[config.mk]
export PLATFORM = sky130hd
export DESIGN_NAME = io_ports_flat
export DESIGN_NICKNAME = d
export VERILOG_FILES = /design/src/hdl/batrider_io_pkg.sv /design/src/hdl/batrider_map_pkg.sv /design/src/hdl/region_bus_if.sv /design/src/hdl/io_ports.sv /design/src/flat_wrapper.sv
export SDC_FILE = /design/constraint.sdc
export NUM_CORES = 1
export LEC_CHECK = 0
export BUFFER_PORTS_ARGS = -buffer_cell sky130_fd_sc_hd__buf_4
export CORE_MARGIN = 4
export CORE_UTILIZATION = 42
export DETAILED_ROUTE_END_ITERATION = 8
export PLACE_DENSITY = 0.91
export SYNTH_ARGS = -nofsm -noshare
export SYNTH_HDL_FRONTEND = slang
export SYNTH_SLANG_ARGS = --single-unit
export TNS_END_PERCENT = 100
[constraint.sdc]
create_clock -name CLK96 -period 2.4 [get_ports CLK96]
set_clock_uncertainty 0.05 [all_clocks]
set_input_delay 0.24 -clock CLK96 [delete_from_list [all_inputs] [get_ports CLK96]]
set_output_delay 0.24 -clock CLK96 [all_outputs]
set_load 0.01 [all_outputs]
[src/hdl/batrider_io_pkg.sv]
// I/O and video controller register map
package batrider_io_pkg;

    // read side of the 0x5000xx block
    localparam logic [7:0] IO_INPUTS    = 8'h00;
    localparam logic [7:0] IO_SYS_DSW   = 8'h02;
    localparam logic [7:0] IO_DSW       = 8'h04;
    localparam logic [7:0] IO_VSTATUS   = 8'h06;
    localparam logic [7:0] IO_SNDLATCH3 = 8'h08;
    localparam logic [7:0] IO_SNDLATCH4 = 8'h0A;
    localparam logic [7:0] IO_BUSREQ_RD = 8'h0C;

    // write side
    localparam logic [7:0] IO_SNDLATCH   = 8'h20;
    localparam logic [7:0] IO_SNDLATCH2  = 8'h22;
    localparam logic [7:0] IO_CLR_SNDIRQ = 8'h26;
    localparam logic [7:0] IO_BUSREQ_WR  = 8'h60;

    // video controller, low nibble of 0x4000xx
    localparam logic [3:0] GCU_WRITE_REG  = 4'h0;
    localparam logic [3:0] GCU_SELECT_REG = 4'h4;
    localparam logic [3:0] GCU_RAM_H      = 4'h8;
    localparam logic [3:0] GCU_RAM_L      = 4'hA;
    localparam logic [3:0] GCU_RAM_PTR    = 4'hC;

    localparam int VST_HSYNC  = 15;
    localparam int VST_VSYNC  = 14;
    localparam int VST_FBLANK = 8;
    localparam int VST_LINES  = 256; // counts at or above this read as 0xFF

endpackage

[src/hdl/batrider_map_pkg.sv]
// main bus memory map
package batrider_map_pkg;

    localparam int ADDR_W   = 24; // 68000 byte address
    localparam int RAM_AW   = 14; // 16K words per RAM
    localparam int DATA_W   = 16;
    localparam int SEL_W    = 2;  // byte lanes
    localparam int REGION_W = 4;
    localparam int IO_OFS_W = 8;

    // region number sits in address bits 23:20
    localparam logic [REGION_W-1:0] REGION_RAM = 4'h2;
    localparam logic [REGION_W-1:0] REGION_GCU = 4'h4;
    localparam logic [REGION_W-1:0] REGION_IO  = 4'h5;
    localparam int RAM_BANK_BIT = 15; // low picks text RAM, high work RAM

    typedef struct packed {
        logic [REGION_W-1:0]                     region;
        logic [ADDR_W-REGION_W-RAM_BANK_BIT-2:0] pad;    // bits 19:16, ignored
        logic                                    bank;
        logic [RAM_AW-1:0]                       word;
        logic                                    byte_bit;
    } map_view_t;

    typedef struct packed {
        logic [ADDR_W-IO_OFS_W-1:0] upper;
        logic [IO_OFS_W-1:0]        offset;
    } io_view_t;

    // same byte address, seen by the decoder or by a register block
    typedef union packed {
        map_view_t map;
        io_view_t  io;
    } bus_addr_u;

endpackage
[src/hdl/region_bus_if.sv]
// decoder to region slave link
`timescale 1ns/1ns

interface region_bus_if import batrider_map_pkg::*; ();

    logic              stb;
    logic              we;
    logic [SEL_W-1:0]  sel;
    bus_addr_u         adr;
    logic [DATA_W-1:0] dat_w;
    logic [DATA_W-1:0] dat_r;
    logic              ack;

    modport decoder (
        output stb, we, sel, adr, dat_w,
        input  dat_r, ack
    );

    modport slave (
        input  stb, we, sel, adr, dat_w,
        output dat_r, ack
    );

endinterface

[src/hdl/io_ports.sv]
// cabinet and sound I/O registers
`timescale 1ns/1ns

module io_ports import batrider_map_pkg::*, batrider_io_pkg::*; (
    input  logic        CLK96,
    input  logic        RESET96,
    region_bus_if.slave bus,
    input  logic [9:0]  joystick1,
    input  logic [9:0]  joystick2,
    input  logic [3:0]  start_button,
    input  logic [3:0]  coin_input,
    input  logic        service,
    input  logic        dip_test,
    input  logic [7:0]  dipsw_a,
    input  logic [7:0]  dipsw_b,
    input  logic [7:0]  dipsw_c,
    input  logic [8:0]  v_count,
    input  logic        hsync,
    input  logic        vsync,
    input  logic        fblank,
    input  logic [7:0]  sound_latch3,
    input  logic [7:0]  sound_latch4,
    input  logic        snd_irq_in,
    output logic [7:0]  sound_latch,
    output logic [7:0]  sound_latch2,
    output logic [15:0] z80_busreq,
    output logic        snd_irq
);

    logic [DATA_W-1:0] rd_mux;
    logic [DATA_W-1:0] rd_q;
    logic [DATA_W-1:0] vstatus;
    logic [7:0]        ofs;
    logic              ack_q;
    logic              go;
    logic              clr_irq;
    logic              irq_in_q;

    // cabinet lines are active low, the game wants active high
    function automatic logic [7:0] player_byte(input logic [9:0] joy);
        return {1'b0, ~joy[6], ~joy[5], ~joy[4], ~joy[0], ~joy[1], ~joy[2], ~joy[3]};
    endfunction

    assign ofs     = bus.adr.io.offset;
    assign go      = bus.stb && !ack_q;
    assign clr_irq = go && bus.we && (ofs == IO_CLR_SNDIRQ);

    always_comb begin
        vstatus = 16'hFF00;
        vstatus[VST_HSYNC]  = hsync;
        vstatus[VST_VSYNC]  = vsync;
        vstatus[VST_FBLANK] = fblank;
        vstatus[7:0] = (v_count < VST_LINES) ? v_count[7:0] : 8'hFF; // clamp past last line
    end

    always_comb begin
        case (ofs)
            IO_INPUTS:    rd_mux = {player_byte(joystick2), player_byte(joystick1)};
            IO_SYS_DSW:   rd_mux = {dipsw_c, 1'b0, ~start_button[1], ~start_button[0],
                                    ~coin_input[1], ~coin_input[0], ~dip_test, 1'b0, ~service};
            IO_DSW:       rd_mux = {dipsw_b, dipsw_a};
            IO_VSTATUS:   rd_mux = vstatus;
            IO_SNDLATCH3: rd_mux = {8'h00, sound_latch3};
            IO_SNDLATCH4: rd_mux = {8'h00, sound_latch4};
            IO_BUSREQ_RD: rd_mux = z80_busreq;
            default:      rd_mux = '0;
        endcase
    end

    always_ff @(posedge CLK96) begin
        if (go)
            rd_q <= rd_mux;
    end

    always_ff @(posedge CLK96 or posedge RESET96) begin
        if (RESET96) begin
            ack_q        <= 1'b0;
            sound_latch  <= '0;
            sound_latch2 <= '0;
            z80_busreq   <= '0;
            irq_in_q     <= 1'b0;
            snd_irq      <= 1'b0;
        end else begin
            ack_q    <= go;
            irq_in_q <= snd_irq_in;
            if (go && bus.we) begin
                case (ofs)
                    IO_SNDLATCH:  sound_latch  <= bus.dat_w[7:0];
                    IO_SNDLATCH2: sound_latch2 <= bus.dat_w[7:0];
                    IO_BUSREQ_WR: z80_busreq   <= bus.dat_w;
                    default: ;
                endcase
            end
            if (snd_irq_in && !irq_in_q)
                snd_irq <= 1'b1; // a fresh edge beats the clear
            else if (clr_irq)
                snd_irq <= 1'b0;
        end
    end

    assign bus.dat_r = rd_q;
    assign bus.ack   = ack_q;

endmodule

[src/flat_wrapper.sv]
// flat-port wrapper written by rule: the top's interface ports become plain ports
module io_ports_flat import batrider_map_pkg::*, batrider_io_pkg::*;
  (CLK96, RESET96, joystick1, joystick2, start_button, coin_input, service, dip_test, dipsw_a, dipsw_b, dipsw_c, v_count, hsync, vsync, fblank, sound_latch3, sound_latch4, snd_irq_in, sound_latch, sound_latch2, z80_busreq, snd_irq, bus_stb, bus_we, bus_sel, bus_adr, bus_dat_w, bus_dat_r, bus_ack);
  region_bus_if bus_i ();
  input  logic CLK96;
  input  logic RESET96;
  input  logic [9:0] joystick1;
  input  logic [9:0] joystick2;
  input  logic [3:0] start_button;
  input  logic [3:0] coin_input;
  input  logic service;
  input  logic dip_test;
  input  logic [7:0] dipsw_a;
  input  logic [7:0] dipsw_b;
  input  logic [7:0] dipsw_c;
  input  logic [8:0] v_count;
  input  logic hsync;
  input  logic vsync;
  input  logic fblank;
  input  logic [7:0] sound_latch3;
  input  logic [7:0] sound_latch4;
  input  logic snd_irq_in;
  output logic [7:0] sound_latch;
  output logic [7:0] sound_latch2;
  output logic [15:0] z80_busreq;
  output logic snd_irq;
  input wire logic [$bits(bus_i.stb)-1:0] bus_stb;
  input wire logic [$bits(bus_i.we)-1:0] bus_we;
  input wire logic [$bits(bus_i.sel)-1:0] bus_sel;
  input wire logic [$bits(bus_i.adr)-1:0] bus_adr;
  input wire logic [$bits(bus_i.dat_w)-1:0] bus_dat_w;
  output wire logic [$bits(bus_i.dat_r)-1:0] bus_dat_r;
  output wire logic [$bits(bus_i.ack)-1:0] bus_ack;
  assign bus_i.stb = bus_stb;
  assign bus_i.we = bus_we;
  assign bus_i.sel = bus_sel;
  assign bus_i.adr = bus_adr;
  assign bus_i.dat_w = bus_dat_w;
  assign bus_dat_r = bus_i.dat_r;
  assign bus_ack = bus_i.ack;
  io_ports u_core (.CLK96(CLK96), .RESET96(RESET96), .bus(bus_i), .joystick1(joystick1), .joystick2(joystick2), .start_button(start_button), .coin_input(coin_input), .service(service), .dip_test(dip_test), .dipsw_a(dipsw_a), .dipsw_b(dipsw_b), .dipsw_c(dipsw_c), .v_count(v_count), .hsync(hsync), .vsync(vsync), .fblank(fblank), .sound_latch3(sound_latch3), .sound_latch4(sound_latch4), .snd_irq_in(snd_irq_in), .sound_latch(sound_latch), .sound_latch2(sound_latch2), .z80_busreq(z80_busreq), .snd_irq(snd_irq));
endmodule
-- After elaboration in Yosys (flattened, before gate mapping)
Index checks and enable logic that the tools add are counted.
- logic and storage cells: 53
- register bits: 51
- bits of input ports: 129
- output and inout port bits: 50
- equal/unequal tests: 10
- mux-type cells: 4
- bitwise gates (word level): 20
- reduce and logical (&&, ||, !) cells: 11
- $lt $le $gt $ge: 1
- operators by type and width (operator ; count):
    $pmux 16 s7 ; 1
    $eq 8x4->1 const B ; 3
    $eq 8x6->1 const B ; 3
    $not 1->1 ; 20
    $eq 8x3->1 const B ; 2
    $lt 9x9->1 const B ; 1
    $eq 8x2->1 const B ; 1
    $eq 8x7->1 const B ; 1
    $logic_not 8->1 ; 1
    $mux 8 ; 1
    $reduce_and 2->1 ; 3
    $logic_and 1x1->1 ; 4
    $logic_not 1->1 ; 2
    $mux 1 ; 2
    $reduce_bool 2->1 ; 1

-- Depth between registers and ports, before layout
Gate-level depths: netlist of the first run.
- depth in word-level cells: 6
- gate-level depth with buffers: 7
- gate-level depth less buffers: 4

-- Worst setup path after synthesis of the first run
Ideal clock, no wire load.
- path type: input to register
- start point: input bus_adr[3]
- end point: register u_core.z80_busreq[0]
- library setup time: 0.125 ns
- stages: 7
- path slack: 0.222 ns
- data arrival time: 2.003 ns
- cell sequence: buf_6 or4_1 buf_2 or4_4 buf_6 buf_12 mux2_4
- longest elaborated chain between the ends: 2
- ends and longest elaborated chain (item ; RTL line ; text):
    start: declaration ; flat_wrapper.sv:30 ; input wire logic [$bits(bus_i.adr)-1:0] bus_adr;
    $eq 8x7->1 ; io_ports.sv:87 ; case (ofs)
    $reduce_and 2->1 (no line) ; - ;
    end signal: assignment ; io_ports.sv:90 ; IO_BUSREQ_WR: z80_busreq <= bus.dat_w;
    end: declaration ; io_ports.sv:26 ; output logic [15:0] z80_busreq,
Every way passes these cells.
A chain may end at the register's enable or synchronous reset.

-- Worst setup path after layout of the first run
- start point: register u_core.ack_q (netlist: u_core.bus.ack)
- end point: register u_core.sound_latch2[3]
- longest elaborated chain between the ends: 4
- ends and longest elaborated chain (item ; RTL line ; text):
    start: declaration ; io_ports.sv:34 ; logic ack_q;
    start signal: assignment ; io_ports.sv:84 ; ack_q <= go;
    $logic_not 1->1 ; io_ports.sv:45 ; assign go = bus.stb && !ack_q;
    $logic_and 1x1->1 ; io_ports.sv:45 ;
    $logic_and 1x1->1 ; io_ports.sv:86 ; if (go && bus.we) begin
    $reduce_and 2->1 (no line) ; - ;
    end signal: assignment ; io_ports.sv:89 ; IO_SNDLATCH2: sound_latch2 <= bus.dat_w[7:0];
    end: declaration ; io_ports.sv:25 ; output logic [7:0] sound_latch2,
Every way passes these cells.

==> flow_metrics.py, run 1 <==
metrics = {
    "run_status": {
        "run_status": "complete, no violations",
    },
    "power_and_ir_drop": {
        "p_int_mw": 1.412,
        "pwr-share-seq": 0.505,
        "p_sw_uw": 438.0,
        "pwr-share-comb": 0.176,
        "total_power_mw": 1.850,
        "power_density_nw_per_um2": 458.6,
        "power_leakage_nw": 1.986,
        "p_sw_frac": 0.2367,
        "vdd_drop_max_mv": 0.3463,
        "power.share.clock": 0.319,
    },
    "timing": {
        "period_minus_slack_ns": 1.978,
        "report.final.setup_viol": 0,
        "hold_viol_final": 0,
        "max_freq_ghz": 0.5056,
        "worst_pin_slew_ns": 0.6793,
        "tns_ns": 0,
        "maxSlewHeadroom": 0.5466,
        "rsz0062_at_grt": "false",
        "period_share": 0.8241,
        "slew_violations": 0,
    },
    "clock_network": {
        "clock_latency_ns": 0.29,
        "htree_levels": 2,
        "post_cts_buffers": 0,
        "cts.path.max_buffers": 2,
        "clk_pin_slew_worst_paths_ns": 0.10,
        "cts_sinks": 51,
        "cts_root_buf": "clkbuf_8",
        "cts_buffers": 5,
        "cts_tree": "done",
    },
    "critical_path": {
        "crit_type": "register to register",
        "rrSetupSlack_ns": 0.42,
        "cp-start-kind": "register",
        "critPathRequiredTime_ns": 2.54,
        "critPathArrivalTime_ns": 2.11,
        "end_kind": "register",
        "critPathMaxFanout": 8,
    },
    "layout": {
        "nFillCells": 534,
        "antennaDiodeCount": 0,
        "nets": 524,
        "area_delta_synth_final_pct": 47.94,
        "drive_above_1_share": 0.5202,
        "layout.cells.non_filler": 473,
    },
    "run": {
        "cap_viol_max_count": 0,
    },
    "synth": {
        "synth_edf_count": 16,
        "synth_compound_area_frac": 0.1142,
        "synth-seq-cells": 51,
        "synth_top_family_by_area": "multiplexers",
        "synth_common_cells": "dfrtp_1, mux2_2, nand2_1",
        "yosys.area_share.adder": 0,
        "synthFlopType": "dfrtp_1",
        "yosysTopAreaCell": "dfrtp_1",
        "syn_inst": 247,
        "syn-num-nets": 376,
        "yosysMostFrequentCell": "dfrtp_1",
        "synth-simple-area-share": 0.1422,
        "muxShareOfSynthArea": 0.1972,
        "ys_types": 34,
        "yosysSeqAreaShare": 0.4972,
        "ys_warn_count": 0,
        "syn-cell-area_um2": 2728,
        "syn_area_per_cell_um2": 11.04,
        "async_flop_share": 0.6863,
        "yosys-top-cells-area": "dfrtp_1, edfxtp_1, mux2_2, mux2_4, nand2_1",
        "synth_top_area_frac": 0.3211,
        "synthXorXnorAreaFrac": 0,
    },
    "detailed_routing": {
        "drc": 0,
        "routedWlPerCell_um": 17.67,
        "wl_met2_um": 4367,
        "detail-route-antenna-nets": 0,
        "top_layer": "met4",
        "routed-wl-met3_um": 640,
        "drt_iter0_markers": 84,
        "vias": 2451,
        "routed_wl_um": 8360,
        "drt-pass1-iter-count": 4,
        "vias_per_cell": 5.182,
        "wl_met1_um": 3233,
    },
    "floorplanning": {
        "die-area_um2": 7847,
        "start_util": 0.4320,
        "die_x_um": 88.59,
        "die_h_um": 88.59,
        "core-area_um2": 6314,
        "rows": 29,
        "pin_count": 179,
    },
    "global_route": {
        "grt_pass1_wl_um": 12710,
        "antenna_found_initial": 0,
        "grt_max_degree": 36,
        "overflow": 0,
        "grt_pass1_vias": 2591,
        "grt_usage": 0.2114,
    },
    "placed_design": {
        "dp_hpwl_um": 6671,
        "place.port_buffers": 150,
        "place_congestion": 0.8752,
        "dp.cells": 463,
    },
    "min_path": {
        "min_path_type": "input port to register",
    },
}
==> flip-flops by register name, indices dropped and copies added, names as in the netlist <==
register and count:
u_core.bus.dat_r 16, u_core.z80_busreq 16, u_core.sound_latch2 8, u_core.sound_latch 8, u_core.bus.ack 1, u_core.irq_in_q 1
u_core.snd_irq 1
==> cell usage in the layout, fill, tap and decap left out, types with 2 or more instances in the layout <==
cell type,netlist,final
mux2_4,10,10
nand3_1,7,7
mux2i_1,5,5
o31ai_1,6,6
a41oi_1,6,6
nand3b_1,3,3
nor2b_1,12,12
o22ai_1,9,9
nor3b_1,2,2
a31oi_1,2,2
o22a_1,5,5
clkbuf_8,0,6
or4_1,2,2
dlygate4sd3_1,0,2
buf_4,0,156
mux2_2,30,30
o21ai_0,9,9
a21oi_1,8,8
nand2_1,28,28
nand2b_1,4,4
dfrtp_1,35,35
and2_1,2,2
edfxtp_1,16,16
inv_1,10,10
nor2_1,12,12
==> stage by stage <==
step | worst slack, ns | utilization | cell area [um2] | hold slack [ns]
2_1_floorplan | 0.2216 | - | 2728 | 0.2214
3_3_place_gp | 0.2663 | 0.6175 | 3899 | 0.3095
3_5_place_dp | 0.2057 | 0.6175 | 3899 | 0.3143
4_1_cts | 0.3855 | 0.6391 | 4035 | 0.1054
5_1_grt | 0.2902 | 0.6391 | 4035 | 0.1025
6_report | 0.4222 | 0.6391 | 4035 | 0.1160
==> critical path, stage by stage, from the launching register on <==
cell      delay [ns]
dfrtp_1         0.41
nand2b_1        0.19
nor4_1          0.43
nand2_1         0.41
mux2_2          0.39
==> per-layer routing <==
metal  up-vias  GRT usage
met5         -          0
met4         0    0.06319
met3        10    0.04469
met2        95     0.3691
met1      1156     0.2631
li1       1190          -
==> kinds of logic after synthesis <==
logic type             count (synthesis)
muxes                                 45
and+or+nand+nor                       77
buffers and inverters                 27
DFF                                   51
AOI/OAI and AO/OA                     47
==> final timing paths <==
check	from	to	cells past startpoint
max	u_core.bus.ack	u_core.sound_latch2[3]	4
min	bus_dat_w[8]	u_core.z80_busreq[8]	2
max reg2reg	u_core.bus.ack	u_core.sound_latch2[3]	4
min reg2reg	u_core.sound_latch2[0]	u_core.sound_latch2[0]	1
max in group asynchronous	RESET96	u_core.z80_busreq[0]	4
min in group asynchronous	RESET96	u_core.z80_busreq[9]	4
==> cell type report <==
cell class,count,area [um2],share of cell area
multi-input cells,169,1237,0.3067
flip-flops and latches,51,1356,0.3361
repair buffers,158,1191,0.2952
clock inverters,1,8.758,0.002171
well taps,77,96.34,0.02388
inverters,10,37.54,0.009302
clock buffers,7,107.6,0.02667
==> power by group through the flow <==
stage                     clock network, mW  registers [mW]  logic (mW)
after floorplan                           0           0.962       0.116
after global placement                    0           0.950       0.316
after detailed placement                  0           0.952       0.325
after CTS                             0.610           0.934       0.328
after global routing                  0.648           0.936       0.354
final                                 0.591           0.934       0.326
==> repair_timing <==
| item | 4_1_cts | 5_1_grt |
|---|---|---|
| hold buffers | 2 | 0 |
| endpoints found under the hold margin | 30 | 0 |
| gates resized for setup | 0 | 0 |
Power figures use the tool's default switching activity.
==> run 2: changes to the inputs <==
==> constraint.sdc (replaced) <==
create_clock -name CLK96 -period 1.9 [get_ports CLK96]
set_clock_uncertainty 0.05 [all_clocks]
set_input_delay 0.19 -clock CLK96 [delete_from_list [all_inputs] [get_ports CLK96]]
set_output_delay 0.19 -clock CLK96 [all_outputs]
set_load 0.01 [all_outputs]
==> flow_metrics.py, run 2 (same netlist as run 1, synthesis figures left out) <==
metrics = {
    "timing": {
        "hold_ws_ns": 0.06336,
        "period_minus_slack_ns": 1.848,
        "hold_viol_final": 0,
        "rsz0062_at_grt": "false",
        "slew_violations": 0,
        "max_freq_ghz": 0.5412,
        "report.final.setup_viol": 0,
        "worst_pin_slew_ns": 0.5162,
        "period_share": 0.9725,
        "maxSlewHeadroom": 0.6546,
    },
    "critical_path": {
        "worstReg2RegEnd": "u_core.z80_busreq[6]",
        "end_kind": "register",
        "rrSetupSlack_ns": 0.05,
        "cp-start-kind": "register",
        "ff2ff_path_depth": 3,
        "critPathRequiredTime_ns": 2.04,
        "crit_type": "register to register",
        "critPathMaxFanout": 16,
        "critPathArrivalTime_ns": 1.98,
        "timing.rr.start": "u_core.bus.ack",
    },
    "clock_network": {
        "clk_pin_slew_worst_paths_ns": 0.10,
        "cts.path.max_buffers": 2,
        "clock_latency_ns": 0.30,
        "cts_tree": "done",
        "post_cts_buffers": 0,
        "cts_buffers": 5,
        "cts_sinks": 51,
        "htree_levels": 2,
        "cts_root_buf": "clkbuf_8",
    },
    "run": {
        "cap_viol_max_count": 0,
    },
    "power_and_ir_drop": {
        "vdd_drop_max_mv": 0.3996,
        "power_density_nw_per_um2": 584.4,
        "power_leakage_nw": 2.016,
    },
    "layout": {
        "nets": 530,
        "antennaDiodeCount": 0,
        "final_common_cell": "buf_4",
        "area_delta_synth_final_pct": 50.05,
        "nFillCells": 509,
        "layout.cells.non_filler": 479,
        "drive_above_1_share": 0.5348,
        "final_cell_mix": "buf_4, dfrtp_1, mux2_2",
        "fin_util": 0.6482,
    },
    "detailed_routing": {
        "detail-route-antenna-nets": 0,
        "drc": 0,
        "drt_iter0_markers": 102,
        "routedWlPerCell_um": 18.39,
        "routed_wl_um": 8808,
        "vias": 2533,
        "vias_per_cell": 5.288,
        "drt-pass1-iter-count": 4,
    },
    "floorplanning": {
        "die_x_um": 88.59,
        "die-area_um2": 7847,
        "start_util": 0.4320,
        "pin_count": 179,
        "core-area_um2": 6314,
        "die_h_um": 88.59,
        "rows": 29,
    },
    "placed_design": {
        "dp.cells": 469,
        "place_congestion": 0.8426,
        "dp_hpwl_um": 6894,
        "place.port_buffers": 150,
    },
    "global_route": {
        "grt_pass1_wl_um": 12930,
        "grt_pass1_vias": 2630,
        "grt_usage": 0.2173,
        "overflow": 0,
        "antenna_found_initial": 0,
        "grt_max_degree": 36,
    },
    "min_path": {
        "worstHoldPathCells": 2,
        "hold_path_end": "u_core.z80_busreq[9]",
        "min_path_type": "input port to register",
        "hp-start": "bus_dat_w[9]",
    },
    "run_status": {
        "run_status": "complete, no violations",
    },
}
==> run 2: cell count changes in the layout (fill, tap and decap cells not counted) <==
cell | before | now
nor4_1 | 1 | 0
clkbuf_8 | 6 | 5
clkbuf_16 | 1 | 0
buf_4 | 156 | 162
nand2_2 | 0 | 1
nor4_2 | 0 | 1
clkinv_4 | 0 | 1
bufinv_16 | 0 | 1
or4_4 | 1 | 2
nand2_1 | 28 | 27
or4_1 | 2 | 1
==> run 2: worst max-delay path, stage by stage, from the launching register on <==
cell and delay (ns):
dfrtp_1 0.41, nand2b_1 0.20, or4_4 0.72, mux2_4 0.35
==> run 2: cell type report <==
type	count	area, um2	share of cell area
flip-flops and latches	51	1356	0.3314
multi-input cells	169	1250	0.3054
repair buffers	164	1236	0.3020
well taps	77	96.34	0.02354
clock buffers	5	68.82	0.01681
clock inverters	3	47.55	0.01162
inverters	10	37.54	0.009171
==> run 2: worst max-delay path by stage <==
stage              startpoint                      to  slack (ns)  cells past startpoint
5_1_grt        u_core.bus.ack    u_core.z80_busreq[6]        0.03                      3
3_3_place_gp       bus_adr[0]    u_core.z80_busreq[6]       -0.06                      4
6_report       u_core.bus.ack    u_core.z80_busreq[6]        0.05                      3
3_5_place_dp       bus_adr[0]    u_core.z80_busreq[6]       -0.09                      4
2_1_floorplan      bus_adr[3]    u_core.z80_busreq[0]       -0.19                      7
4_1_cts        u_core.bus.ack  u_core.sound_latch2[7]        0.02                      4
==> run 2: report_power, final <==
| group | internal [mW] | leakage (nW) | switching, mW |
|---|---|---|---|
| Clock | 0.400 | 0.0587 | 0.386 |
| Sequential | 1.16 | 0.637 | 0.0156 |
| Combinational | 0.247 | 1.32 | 0.180 |
| Total | 1.81 | 2.02 | 0.581 |
==> run 2: per-stage QoR <==
stage / instance area (um2) / TNS, ns / power [mW] / setup slack, ns
after floorplan: 2741 / -2.062 / 1.363 / -0.1923
after global placement: 3948 / -1.154 / 1.609 / -0.06125
after detailed placement: 3948 / -1.598 / 1.624 / -0.08634
after CTS: 4084 / 0 / 2.409 / 0.01637
after global routing: 4093 / 0 / 2.489 / 0.02557
final: 4093 / 0 / 2.392 / 0.05220
==> run 2: metal layers <==
metal	vias up	part of all wire	global-route usage
met5	-	0	0
met4	0	0.026	0.07967
met3	20	0.067	0.04749
met2	98	0.53	0.3861
met1	1219	0.38	0.2572
li1	1196	-	-
==> run 2: timing repair <==
action                                  CTS  global route
hold buffers                              2             0
endpoints found under the setup margin    0             8
endpoints found under the hold margin    36             0
gates resized for setup                   0             2
==> run 3: changes to the inputs <==
==> constraint.sdc (replaced) <==
create_clock -name CLK96 -period 1.8 [get_ports CLK96]
set_clock_uncertainty 0.05 [all_clocks]
set_input_delay 0.18 -clock CLK96 [delete_from_list [all_inputs] [get_ports CLK96]]
set_output_delay 0.18 -clock CLK96 [all_outputs]
set_load 0.01 [all_outputs]
==> flow_metrics.py, run 3 (same netlist as run 1, synthesis figures left out) <==
metrics = {
    "critical_path": {
        "end_kind": "register",
        "critPathSlowestCell": "or4_4",
        "critPathMaxFanout": 16,
        "cp-start-kind": "input port",
        "critPathRequiredTime_ns": 1.93,
        "critPathArrivalTime_ns": 1.88,
        "crit_top_cell": "or4_4",
        "critical_path.max_stage_delay_ns": 0.70,
        "crit_type": "input port to register",
        "timing.rr.start": "u_core.bus.ack",
        "setup.worst_path.start": "bus_adr[0]",
        "crit_chain": "buf_4 > or4_4 > or4_4 > mux2_4",
    },
    "layout": {
        "antennaDiodeCount": 0,
        "nFillCells": 513,
        "area_delta_synth_final_pct": 51.19,
        "drive_above_1_share": 0.5381,
        "layout.cells.non_filler": 484,
        "final_cell_mix": "buf_4, dfrtp_1, mux2_2",
        "final_common_cell": "buf_4",
        "fin_area_um2": 4124,
        "nets": 535,
    },
    "detailed_routing": {
        "vias_per_cell": 5.225,
        "vias": 2529,
        "detail-route-antenna-nets": 0,
        "drc": 0,
        "drt_iter0_markers": 91,
        "drt-pass1-iter-count": 4,
        "routed_wl_um": 8403,
        "routedWlPerCell_um": 17.36,
    },
    "global_route": {
        "antenna_found_initial": 0,
        "grt_usage": 0.2151,
        "overflow": 0,
        "grt_pass1_vias": 2536,
        "grt_pass1_wl_um": 12880,
        "grt_max_degree": 24,
    },
    "clock_network": {
        "cts_root_buf": "clkbuf_8",
        "htree_levels": 2,
        "cts_tree": "done",
        "cts.path.max_buffers": 2,
        "clk_pin_slew_worst_paths_ns": 0.10,
        "cts_buffers": 5,
        "cts_sinks": 51,
        "post_cts_buffers": 0,
        "clock_latency_ns": 0.30,
    },
    "placed_design": {
        "place.port_buffers": 150,
        "place_congestion": 0.8512,
        "dp_hpwl_um": 6762,
        "dp.cells": 474,
        "place_area_um2": 3985,
    },
    "timing": {
        "report.final.setup_viol": 0,
        "hold_ws_ns": 0.05888,
        "max_freq_ghz": 0.5731,
        "rsz0062_at_grt": "false",
        "slew_violations": 0,
        "hold_viol_final": 0,
        "tns_ns": 0,
        "maxSlewHeadroom": 0.7305,
        "worst_pin_slew_ns": 0.4027,
        "period_minus_slack_ns": 1.745,
        "period_share": 0.9693,
    },
    "run_status": {
        "run_status": "complete, no violations",
    },
    "power_and_ir_drop": {
        "power_leakage_nw": 2.039,
        "vdd_drop_max_mv": 0.3906,
        "power_density_nw_per_um2": 598.8,
        "total_power_mw": 2.470,
    },
    "floorplanning": {
        "rows": 29,
        "pin_count": 179,
        "core-area_um2": 6314,
        "die-area_um2": 7847,
        "die_x_um": 88.59,
        "die_h_um": 88.59,
        "start_util": 0.4320,
    },
    "min_path": {
        "min_path_type": "input port to register",
        "hp-start": "bus_dat_w[13]",
    },
    "run": {
        "cap_viol_max_count": 0,
    },
}
==> run 3: changes by cell type in the layout (fill, tap and decap cells not counted), sizes merged <==
cell    delta
inv        -1
clkbuf     +2
buf        +5
bufinv     -1
==> run 3: routing by layer <==
layer	up-vias	routed length [um]	part of all wire	GRT usage
li1	1207	-	-	-
met1	1218	3263	0.39	0.2771
met2	94	4398	0.52	0.3644
met3	10	626	0.074	0.05214
met4	0	114	0.014	0.05632
met5	-	0	0	0
==> run 3: area by class of cell <==
cell class	instances	area (um2)	share of cell area
clock buffer	7	107.6	0.02609
tap	77	96.34	0.02336
multi-input combinational	169	1247	0.3025
clock inverter	1	5.005	0.001214
timing repair buffer	169	1274	0.3089
sequential	51	1356	0.3289
inverter	10	37.54	0.009102
==> run 3: where the power goes <==
part	internal, mW	total (mW)	switching, mW
Clock	0.395	0.770	0.376
Combinational	0.266	0.455	0.189
Sequential	1.23	1.24	0.0159
==> run 3: what timing repair did <==
action,CTS,global route
setup endpoints to repair,0,30
hold endpoints to repair,36,0
hold buffers,2,0
gates resized for setup,0,1
==> run 3: final timing paths <==
| path | endpoint | depth (start not counted) | slack, ns |
|---|---|---|---|
| setup / recovery | u_core.z80_busreq[2] | 4 | 0.06 |
| min in group asynchronous | u_core.sound_latch2[7] | 4 | 0.40 |
| hold / removal | u_core.z80_busreq[13] | 2 | 0.06 |
| hold reg to reg | u_core.snd_irq | 1 | 0.46 |
| setup reg to reg | u_core.z80_busreq[2] | 3 | 0.11 |
| max in group asynchronous | u_core.z80_busreq[6] | 4 | 1.00 |
==> run 3: worst max-delay path, delay by kind of cell <==
family / cells / cell delay, ns
multiplexers: 1 / 0.34
buffers and inverters: 1 / 0.12
AND/OR/NAND/NOR: 2 / 1.23
==> run 3: stage by stage <==
| step | worst slack (ns) | util |
|---|---|---|
| after floorplan | -0.2823 | - |
| after global placement | -0.1402 | 0.6312 |
| after detailed placement | -0.1496 | 0.6312 |
| after CTS | 0.004322 | 0.6522 |
| after global routing | 0.03065 | 0.6532 |
| final | 0.05521 | 0.6532 |
